### config.mk
export PLATFORM = sky130hd
export DESIGN_NAME = mcControl
export DESIGN_NICKNAME = d
export VERILOG_FILES = /design/src/design/mcControlPkg.sv /design/src/design/controlWordGen.sv /design/src/design/instrDecoder.sv /design/src/design/mcControl.sv /design/src/design/stageSequencer.sv
export VERILOG_INCLUDE_DIRS = /design/src /design/src/design
export SDC_FILE = /design/constraint.sdc
export NUM_CORES = 1
export LEC_CHECK = 0
export BUFFER_PORTS_ARGS = -buffer_cell sky130_fd_sc_hd__buf_2
export CAP_MARGIN = 20
export CORE_UTILIZATION = 28
export CTS_BUF_LIST = sky130_fd_sc_hd__clkbuf_8
export DETAILED_ROUTE_END_ITERATION = 8
export GPL_TIMING_DRIVEN = 0
export PLACE_DENSITY = 0.54
export SLEW_MARGIN = 15
export SYNTH_ARGS = -nofsm -noshare
export SYNTH_HDL_FRONTEND = slang
export SYNTH_HIERARCHICAL = 1
export SYNTH_SLANG_ARGS = --single-unit
### constraint.sdc
create_clock -name clk -period 2.93 [get_ports clk]
set_input_delay 0.293 -clock clk [delete_from_list [all_inputs] [get_ports clk]]
set_output_delay 0.293 -clock clk [all_outputs]
set_load 0.1 [all_outputs]
### src/design/mcControl_settings.svh
`ifndef MC_CONTROL_SETTINGS_SVH
`define MC_CONTROL_SETTINGS_SVH

`define MC_OPCODE_W 4
`define MC_FUNC_W   6
`define MC_ALUOP_W  4
`define MC_SEL_W    2

// opcode field
`define MC_OP_BNE 4'd0
`define MC_OP_BEQ 4'd1
`define MC_OP_BGZ 4'd2
`define MC_OP_BLZ 4'd3
`define MC_OP_ADI 4'd4
`define MC_OP_ORI 4'd5
`define MC_OP_LHI 4'd6
`define MC_OP_LWD 4'd7
`define MC_OP_SWD 4'd8
`define MC_OP_JMP 4'd9
`define MC_OP_JAL 4'd10
`define MC_OP_ALU 4'd15

// func field, only meaningful under MC_OP_ALU
`define MC_FUNC_ADD 6'd0
`define MC_FUNC_SUB 6'd1
`define MC_FUNC_AND 6'd2
`define MC_FUNC_ORR 6'd3
`define MC_FUNC_NOT 6'd4
`define MC_FUNC_TCP 6'd5
`define MC_FUNC_SHL 6'd6
`define MC_FUNC_SHR 6'd7
`define MC_FUNC_JPR 6'd25
`define MC_FUNC_JRL 6'd26
`define MC_FUNC_WWD 6'd28
`define MC_FUNC_HLT 6'd29

// datapath alu function codes
`define MC_ALU_ADD 4'd0
`define MC_ALU_SUB 4'd1
`define MC_ALU_AND 4'd2
`define MC_ALU_ORR 4'd3
`define MC_ALU_NOT 4'd4
`define MC_ALU_TCP 4'd5
`define MC_ALU_SHL 4'd6
`define MC_ALU_SHR 4'd7
`define MC_ALU_LHI 4'd8
`define MC_ALU_BNE 4'd9
`define MC_ALU_BEQ 4'd10
`define MC_ALU_BGZ 4'd11
`define MC_ALU_BLZ 4'd12

`define MC_LINK_REG 2'd2 // regDst code of the link register

`endif

### src/design/mcControlPkg.sv
`include "mcControl_settings.svh"

package mcControlPkg;

    typedef logic [`MC_OPCODE_W-1:0] opcode_t;
    typedef logic [`MC_FUNC_W-1:0]   func_t;
    typedef logic [`MC_ALUOP_W-1:0]  aluOp_t;
    typedef logic [`MC_SEL_W-1:0]    sel2_t;

    typedef enum logic [3:0] {
        STG_IF1,
        STG_IF2,
        STG_IF3,
        STG_IF4,
        STG_ID,
        STG_EX1,
        STG_EX2,
        STG_MEM1,
        STG_MEM2,
        STG_WB,
        STG_HALT
    } stage_t;

    typedef enum logic [3:0] {
        CLS_NOP,
        CLS_RTYPE,
        CLS_IMM,
        CLS_LOAD,
        CLS_STORE,
        CLS_BRANCH,
        CLS_JUMP,
        CLS_JUMPLINK,
        CLS_REGJUMP,
        CLS_REGJUMPLINK,
        CLS_WWD,
        CLS_HALT
    } instrClass_t;

    typedef struct packed {
        logic   pcWrite;
        logic   pcWriteCond;
        logic   iorD;
        logic   memRead;
        logic   memWrite;
        logic   memToReg;
        logic   irWrite;
        sel2_t  pcSource;    // 0 alu result, 1 aluOut register
        aluOp_t aluOp;
        logic   aluSrcA;     // 0 pc, 1 register A
        sel2_t  aluSrcB;     // 0 register B, 1 one, 2 immediate, 3 zero
        logic   regWrite;
        sel2_t  regDst;
        sel2_t  immSel;      // 1 sign-extended imm, 2 jump target
        logic   aluOutWrite;
        logic   mdrWrite;
        logic   instrStart;
        logic   wwdStrobe;
    } ctrlWord_t;

endpackage

### src/design/controlWordGen.sv
`timescale 1ns/10ps
`include "mcControl_settings.svh"

module controlWordGen (
    input  mcControlPkg::stage_t      stage,
    input  mcControlPkg::instrClass_t instrClass,
    input  mcControlPkg::aluOp_t      aluFunc,
    output mcControlPkg::ctrlWord_t   ctrl
);
    import mcControlPkg::*;

    always_comb
    begin
        ctrl = '0;
        case (stage)
            STG_IF1, STG_IF2, STG_IF3:
            begin
                ctrl.memRead    = 1'b1;
                ctrl.instrStart = (stage == STG_IF1);
                ctrl.irWrite    = (stage == STG_IF3);
            end
            STG_IF4:
            begin
                ctrl.pcWrite = 1'b1;
                ctrl.aluOp   = `MC_ALU_ADD;
                ctrl.aluSrcB = 2'd1; // pc plus one
            end
            STG_ID:
            begin
                // branch target is parked in aluOut before the compare
                ctrl.aluOp       = `MC_ALU_ADD;
                ctrl.aluSrcB     = 2'd2;
                ctrl.immSel      = 2'd1;
                ctrl.aluOutWrite = (instrClass == CLS_BRANCH);
            end
            STG_EX1, STG_EX2:
            begin
                ctrl.aluOp = aluFunc;
                case (instrClass)
                    CLS_RTYPE:
                    begin
                        ctrl.aluSrcA = 1'b1;
                        if (aluFunc == `MC_ALU_SHL || aluFunc == `MC_ALU_SHR)
                            ctrl.aluSrcB = 2'd1; // shift by one
                    end
                    CLS_IMM, CLS_LOAD, CLS_STORE:
                    begin
                        ctrl.aluSrcA = 1'b1;
                        ctrl.aluSrcB = 2'd2;
                        ctrl.immSel  = 2'd1;
                    end
                    CLS_BRANCH:
                    begin
                        ctrl.aluSrcA  = 1'b1;
                        ctrl.pcSource = 2'd1;
                        if (aluFunc == `MC_ALU_BGZ || aluFunc == `MC_ALU_BLZ)
                            ctrl.aluSrcB = 2'd3; // sign test against zero
                    end
                    CLS_JUMP, CLS_JUMPLINK:
                    begin
                        ctrl.aluSrcB = 2'd2;
                        ctrl.immSel  = 2'd2;
                    end
                    default: // register jumps and wwd pass rs through
                    begin
                        ctrl.aluSrcA = 1'b1;
                        ctrl.aluSrcB = 2'd3;
                    end
                endcase
                if (stage == STG_EX1)
                begin
                    ctrl.pcWrite     = (instrClass == CLS_JUMP || instrClass == CLS_REGJUMP);
                    ctrl.wwdStrobe   = (instrClass == CLS_WWD);
                    ctrl.aluOutWrite = (instrClass == CLS_JUMPLINK ||
                                        instrClass == CLS_REGJUMPLINK);
                end
                else if (instrClass == CLS_BRANCH)
                    ctrl.pcWriteCond = 1'b1;
                else
                    ctrl.aluOutWrite = 1'b1;
            end
            STG_MEM1:
            begin
                ctrl.iorD     = 1'b1;
                ctrl.memRead  = (instrClass == CLS_LOAD);
                ctrl.memWrite = (instrClass == CLS_STORE);
            end
            STG_MEM2:
            begin
                ctrl.iorD     = 1'b1;
                ctrl.mdrWrite = (instrClass == CLS_LOAD);
            end
            STG_WB:
            begin
                ctrl.regWrite = 1'b1;
                ctrl.memToReg = (instrClass == CLS_LOAD);
                case (instrClass)
                    CLS_RTYPE: ctrl.regDst = 2'd1;
                    CLS_JUMPLINK, CLS_REGJUMPLINK:
                    begin
                        ctrl.regDst   = `MC_LINK_REG;
                        ctrl.pcWrite  = 1'b1; // target waits in aluOut
                        ctrl.pcSource = 2'd1;
                    end
                    default: ctrl.regDst = 2'd0;
                endcase
            end
            default: ctrl = '0; // halt
        endcase

        memExclusive: assert (!(ctrl.memRead && ctrl.memWrite))
            else $error("memRead and memWrite both set in stage %s", stage.name());
        pcExclusive: assert (!(ctrl.pcWrite && ctrl.pcWriteCond))
            else $error("pcWrite and pcWriteCond both set in stage %s", stage.name());
    end

endmodule

### src/design/instrDecoder.sv
`timescale 1ns/10ps
`include "mcControl_settings.svh"

module instrDecoder (
    input  logic                      clk,
    input  logic                      arstN,
    input  mcControlPkg::stage_t      stage,
    input  mcControlPkg::opcode_t     opcode,
    input  mcControlPkg::func_t       func,
    output mcControlPkg::instrClass_t instrClass,
    output mcControlPkg::aluOp_t      aluFunc
);
    import mcControlPkg::*;

    instrClass_t decClass;
    aluOp_t      decAluFunc;
    instrClass_t heldClass;
    aluOp_t      heldAluFunc;

    always_comb
    begin
        decClass = CLS_NOP;
        case (opcode)
            `MC_OP_ADI, `MC_OP_ORI, `MC_OP_LHI: decClass = CLS_IMM;
            `MC_OP_LWD: decClass = CLS_LOAD;
            `MC_OP_SWD: decClass = CLS_STORE;
            `MC_OP_BNE, `MC_OP_BEQ, `MC_OP_BGZ, `MC_OP_BLZ: decClass = CLS_BRANCH;
            `MC_OP_JMP: decClass = CLS_JUMP;
            `MC_OP_JAL: decClass = CLS_JUMPLINK;
            `MC_OP_ALU:
            begin
                case (func)
                    `MC_FUNC_ADD, `MC_FUNC_SUB, `MC_FUNC_AND, `MC_FUNC_ORR,
                    `MC_FUNC_NOT, `MC_FUNC_TCP, `MC_FUNC_SHL, `MC_FUNC_SHR:
                        decClass = CLS_RTYPE;
                    `MC_FUNC_JPR: decClass = CLS_REGJUMP;
                    `MC_FUNC_JRL: decClass = CLS_REGJUMPLINK;
                    `MC_FUNC_WWD: decClass = CLS_WWD;
                    `MC_FUNC_HLT: decClass = CLS_HALT;
                    default: decClass = CLS_NOP; // unknown func
                endcase
            end
            default: decClass = CLS_NOP;
        endcase
    end

    always_comb
    begin
        decAluFunc = `MC_ALU_ADD; // address math, jumps and links
        case (opcode)
            `MC_OP_ORI: decAluFunc = `MC_ALU_ORR;
            `MC_OP_LHI: decAluFunc = `MC_ALU_LHI;
            `MC_OP_BNE: decAluFunc = `MC_ALU_BNE;
            `MC_OP_BEQ: decAluFunc = `MC_ALU_BEQ;
            `MC_OP_BGZ: decAluFunc = `MC_ALU_BGZ;
            `MC_OP_BLZ: decAluFunc = `MC_ALU_BLZ;
            `MC_OP_ALU:
            begin
                case (func)
                    `MC_FUNC_SUB: decAluFunc = `MC_ALU_SUB;
                    `MC_FUNC_AND: decAluFunc = `MC_ALU_AND;
                    `MC_FUNC_ORR: decAluFunc = `MC_ALU_ORR;
                    `MC_FUNC_NOT: decAluFunc = `MC_ALU_NOT;
                    `MC_FUNC_TCP: decAluFunc = `MC_ALU_TCP;
                    `MC_FUNC_SHL: decAluFunc = `MC_ALU_SHL;
                    `MC_FUNC_SHR: decAluFunc = `MC_ALU_SHR;
                    default: decAluFunc = `MC_ALU_ADD;
                endcase
            end
            default: decAluFunc = `MC_ALU_ADD;
        endcase
    end

    always_ff @(posedge clk or negedge arstN)
    begin
        if (!arstN)
        begin
            heldClass   <= CLS_NOP;
            heldAluFunc <= `MC_ALU_ADD;
        end
        else if (stage == STG_ID)
        begin
            heldClass   <= decClass; // ir may move on after decode
            heldAluFunc <= decAluFunc;
        end
    end

    assign instrClass = (stage == STG_ID) ? decClass : heldClass;
    assign aluFunc    = (stage == STG_ID) ? decAluFunc : heldAluFunc;

    // the class seen by the sequencer must not drift mid-instruction
    heldClassStable: assert property (@(posedge clk) disable iff (!arstN)
        stage != STG_ID |-> $stable(instrClass))
        else $error("instruction class changed outside ID");

endmodule

### src/design/mcControl.sv
`timescale 1ns/10ps

module mcControl (
    input  logic                    clk,
    input  logic                    arstN,
    input  mcControlPkg::opcode_t   opcode,
    input  mcControlPkg::func_t     func,
    output mcControlPkg::ctrlWord_t ctrl,
    output logic                    halted
);
    import mcControlPkg::*;

    stage_t      stage;
    instrClass_t instrClass;
    aluOp_t      aluFunc;

    instrDecoder decoder_i (
        .clk        (clk),
        .arstN      (arstN),
        .stage      (stage),
        .opcode     (opcode),
        .func       (func),
        .instrClass (instrClass),
        .aluFunc    (aluFunc)
    );

    stageSequencer sequencer_i (
        .clk        (clk),
        .arstN      (arstN),
        .instrClass (instrClass),
        .stage      (stage),
        .halted     (halted)
    );

    controlWordGen ctrlGen_i (
        .stage      (stage),
        .instrClass (instrClass),
        .aluFunc    (aluFunc),
        .ctrl       (ctrl)
    );

endmodule

### src/design/stageSequencer.sv
`timescale 1ns/10ps

module stageSequencer (
    input  logic                      clk,
    input  logic                      arstN,
    input  mcControlPkg::instrClass_t instrClass,
    output mcControlPkg::stage_t      stage,
    output logic                      halted
);
    import mcControlPkg::*;

    stage_t nextStage;

    always_comb
    begin
        nextStage = STG_IF1;
        case (stage)
            STG_IF1: nextStage = STG_IF2;
            STG_IF2: nextStage = STG_IF3;
            STG_IF3: nextStage = STG_IF4;
            STG_IF4: nextStage = STG_ID;
            STG_ID:
            begin
                case (instrClass)
                    CLS_NOP:  nextStage = STG_IF1; // unknown codes end here
                    CLS_HALT: nextStage = STG_HALT;
                    default:  nextStage = STG_EX1;
                endcase
            end
            STG_EX1:
            begin
                case (instrClass)
                    CLS_JUMP, CLS_REGJUMP, CLS_WWD: nextStage = STG_IF1;
                    CLS_JUMPLINK, CLS_REGJUMPLINK:  nextStage = STG_WB;
                    default:                        nextStage = STG_EX2;
                endcase
            end
            STG_EX2:
            begin
                case (instrClass)
                    CLS_RTYPE, CLS_IMM:   nextStage = STG_WB;
                    CLS_LOAD, CLS_STORE:  nextStage = STG_MEM1;
                    default:              nextStage = STG_IF1; // branch resolved
                endcase
            end
            STG_MEM1: nextStage = STG_MEM2;
            STG_MEM2: nextStage = (instrClass == CLS_LOAD) ? STG_WB : STG_IF1;
            // reset parks here with halted low, a real halt never leaves
            STG_HALT: nextStage = halted ? STG_HALT : STG_IF1;
            default:  nextStage = STG_IF1; // wb
        endcase
    end

    always_ff @(posedge clk or negedge arstN)
    begin
        if (!arstN)
        begin
            stage  <= STG_HALT;
            halted <= 1'b0;
        end
        else
        begin
            stage  <= nextStage;
            halted <= (nextStage == STG_HALT);
        end
    end

    idSuccessor: assert property (@(posedge clk) disable iff (!arstN)
        stage == STG_ID |=>
            (stage == STG_EX1 || stage == STG_IF1 || stage == STG_HALT))
        else $error("ID left to an illegal stage");

endmodule

==> flow_summary.yaml <==
sta:
  relSlewSlack_pct: 59.0
  drv_slew: 0
  setup_ws_ns: -0.271
  worst_pin_slew_ns: 0.615
  clock_skew_ns: 0.00464
  rsz0062_at_grt: "true"
  min_period_over_period_pct: 109
  setup_viol: 6
  tns_ns: -1.04
  finalHoldWorstSlack_ns: 0.467
  fin_crit_ns: 3.20
  fmax_ghz: 0.312
  hold_viol: 0
placement:
  gp_congestion: 0.784
  dpl.hpwl_um: 3280
  port_buffers: 36
clocking:
  clkLatencyLatePin_ns: 0.24
  cts_buffer_depth: 2
  cts_tree: "yes"
  htree_levels: 1
  clkSlewWorstSetupHoldPaths_ns: 0.06
  clock-sinks: 13
  root_buffer: "clkbuf_8"
  numCtsBuffers: 3
floorplanning:
  core_area_um2: 5510
  die_w_um: 77.7
  die_area_um2: 6040
  start_util_pct: 29.1
  ios: 38
  fp.dieH_um: 77.7
  rows: 27
yosys:
  synthesis.nets: 221
  yosysTopAreaCellShare_pct: 17.2
  synth_commonest_cells: "18 x nand2_1, 13 x a21oi_1, 12 x nor2_1"
  synth_cells: 205
  ys_ff_latch: 13
  synth_edf_count: 0
  yosysWarningCount: 6
  synth.most_common_cell: "nand2_1"
  synth.area.top_cells: "dfrtp_1 17%, nand2_1 4.2%, a21oi_1 4.1%"
  async_flop_share_pct: 100
  synth.distinct_cells: 65
  syn_area_per_cell_um2: 7.82
  synth_ff_type: "dfrtp_1"
  synth_area_um2: 1600
  ys_seq_area_share_pct: 20.4
  yosys.area.top_type: "dfrtp_1"
grt:
  grt-ovfl-total: 0
  grt_use_total_pct: 16.8
  grt_pass1_vias: 1704
  grt_max_degree: 15
  antenna_found_initial: 0
  grt_pass1_wl_um: 8240
route:
  wl_per_cell_um: 14.0
  postRouteWirelength_um: 4780
  drt_iter0_drc: 75
  drtAntennaViolNets: 0
  via_per_inst: 5.16
  dr.pass1.iters: 5
  drc_errors: 0
  vias: 1765
cells_and_area:
  drive_gt1_share_pct: 52.6
  fillers: 502
  antenna_cells: 0
  final_util_pct: 48.4
  syn_to_final_growth_pct: 66.2
  multi_input_area_um2: 1470
  nets: 287
  seqCellArea_um2: 334
run_status:
  violations: "setup timing"
  status: "complete, but fails checks"
worst_setup_path:
  end_kind: "output pin"
  critPathArrivalTime_ns: 2.91
  crit_type: "flop to output pin"
  crit_path_top_delay_cell: "or4b_4"
  critical_path.top_delay_family: "simple AND/OR/NAND/NOR gates"
  crit_fanout: 8
  crit_path_cell_trace: "or4b_4 -> buf_8 -> mux2i_4 -> o21ai_4 -> nand2b_4 -> or4_4 -> a211o_1 -> o311ai_2 -> buf_6"
  r2r-start: "sequencer_i/stage[3]"
  cpPeakStageDelay_ns: 0.56
  start_kind: "flop"
  crit_start: "sequencer_i/stage[3]"
  crit_required_ns: 2.64
  crit_buf_inv: 2
worst_hold_path:
  hold_path_class: "input port to asynchronous set/reset pin"
run:
  max-cap-violations: 0
power:
  power_leakage_nw: 1.08
  power_density_nw_per_um2: 1220
  max-vdd-ir-drop_mv: 0.867
[kinds of logic (layout without fill, tap and decap cells)]
logic type | count (synthesis) | after routing | synth area share [%]
xor+xnor | 3 | 3 | 1.64
buf+inv | 25 | 90 | 8.35
simple gates | 95 | 95 | 36.9
compound gates | 59 | 59 | 26.1
mux | 5 | 5 | 3.28
flops | 13 | 13 | 20.4
other cells | 1 | 1 | 0.234
fa+ha+maj | 4 | 4 | 3.12
[power by group]
| part | leakage [nW] | total, mW | internal (mW) | switching [mW] |
|---|---|---|---|---|
| Clock | 0.0255 | 0.158 | 0.0938 | 0.0640 |
| Sequential | 0.163 | 0.327 | 0.266 | 0.0617 |
| Combinational | 0.896 | 2.77 | 1.08 | 1.69 |
| Total | 1.08 | 3.26 | 1.44 | 1.82 |
[sequential cells by signal, summed over array words and instances (netlist names)]
| name | flops |
|---|---|
| decoder_i/heldAluFunc | 4 |
| decoder_i/heldClass | 4 |
| sequencer_i/stage | 4 |
| sequencer_i/halted | 1 |
[path summary, 6_finish.rpt]
path                                            endpoint  slack [ns]  depth (start not counted)
worst max register to register      sequencer_i/stage[3]        0.21                         10
worst max-delay path                             ctrl[9]       -0.27                          9
min in group clk                decoder_i/heldAluFunc[1]        0.49                          2
max in group asynchronous           sequencer_i/stage[1]        2.19                          2
worst min-delay path              decoder_i/heldClass[3]        0.47                          2
worst min register to register  decoder_i/heldAluFunc[1]        0.49                          2
[final cells by class]
class	count	share of cell area [%]
plain buffers	12	3.66
repair buffers	64	22.2
clock buffers	3	1.55
clock inverters	1	0.188
well taps	72	3.38
multi-input cells	167	55.1
inverters	10	1.41
flip-flops and latches	13	12.5
[routing by layer]
layer  vias to the layer above  GRT usage [%]  share of wire, %
met5                         -              0                 0
met4                         0           2.83              0.57
li1                        885              -                 -
met1                       854           22.5                48
met2                        24           29.1                49
met3                         2           2.00               2.3
[through the flow]
step                      power, mW  cells  instance area, um2  setup WS [ns]
after global routing           3.46    342                2670         -0.330
after global placement         2.45    313                2080         -0.511
after floorplan                2.13    205                1810         -0.240
after detailed placement       2.45    313                2080         -0.495
final                          3.26    342                2670         -0.271
after CTS                      3.03    334                2490         -0.298
[cell usage in the layout (no fill, tap or decap), types with 4 or more instances in the layout]
cell      count
clkbuf_8      4
nor2b_1       6
buf_4        28
nor2_1        9
dfrtp_1       9
nand4b_1      4
o21ai_2       4
ha_1          4
nor3_1        4
and2_1        4
inv_1        10
nand2_1      15
buf_12       10
a21oi_2       4
a21oi_1       8
buf_2        24
nand2b_1      8
buf_6         9
[timing repair]
| action | in CTS | in global routing |
|---|---|---|
| endpoints found under the setup margin | 16 | 19 |
| endpoints found under the hold margin | 11 | 0 |
| buffers inserted | 16 | 11 |
| pin swaps | 9 | 15 |
| resized for setup | 60 | 29 |
| hold buffers | 1 | 0 |
Note: power is estimated with default switching activity, not from simulation.
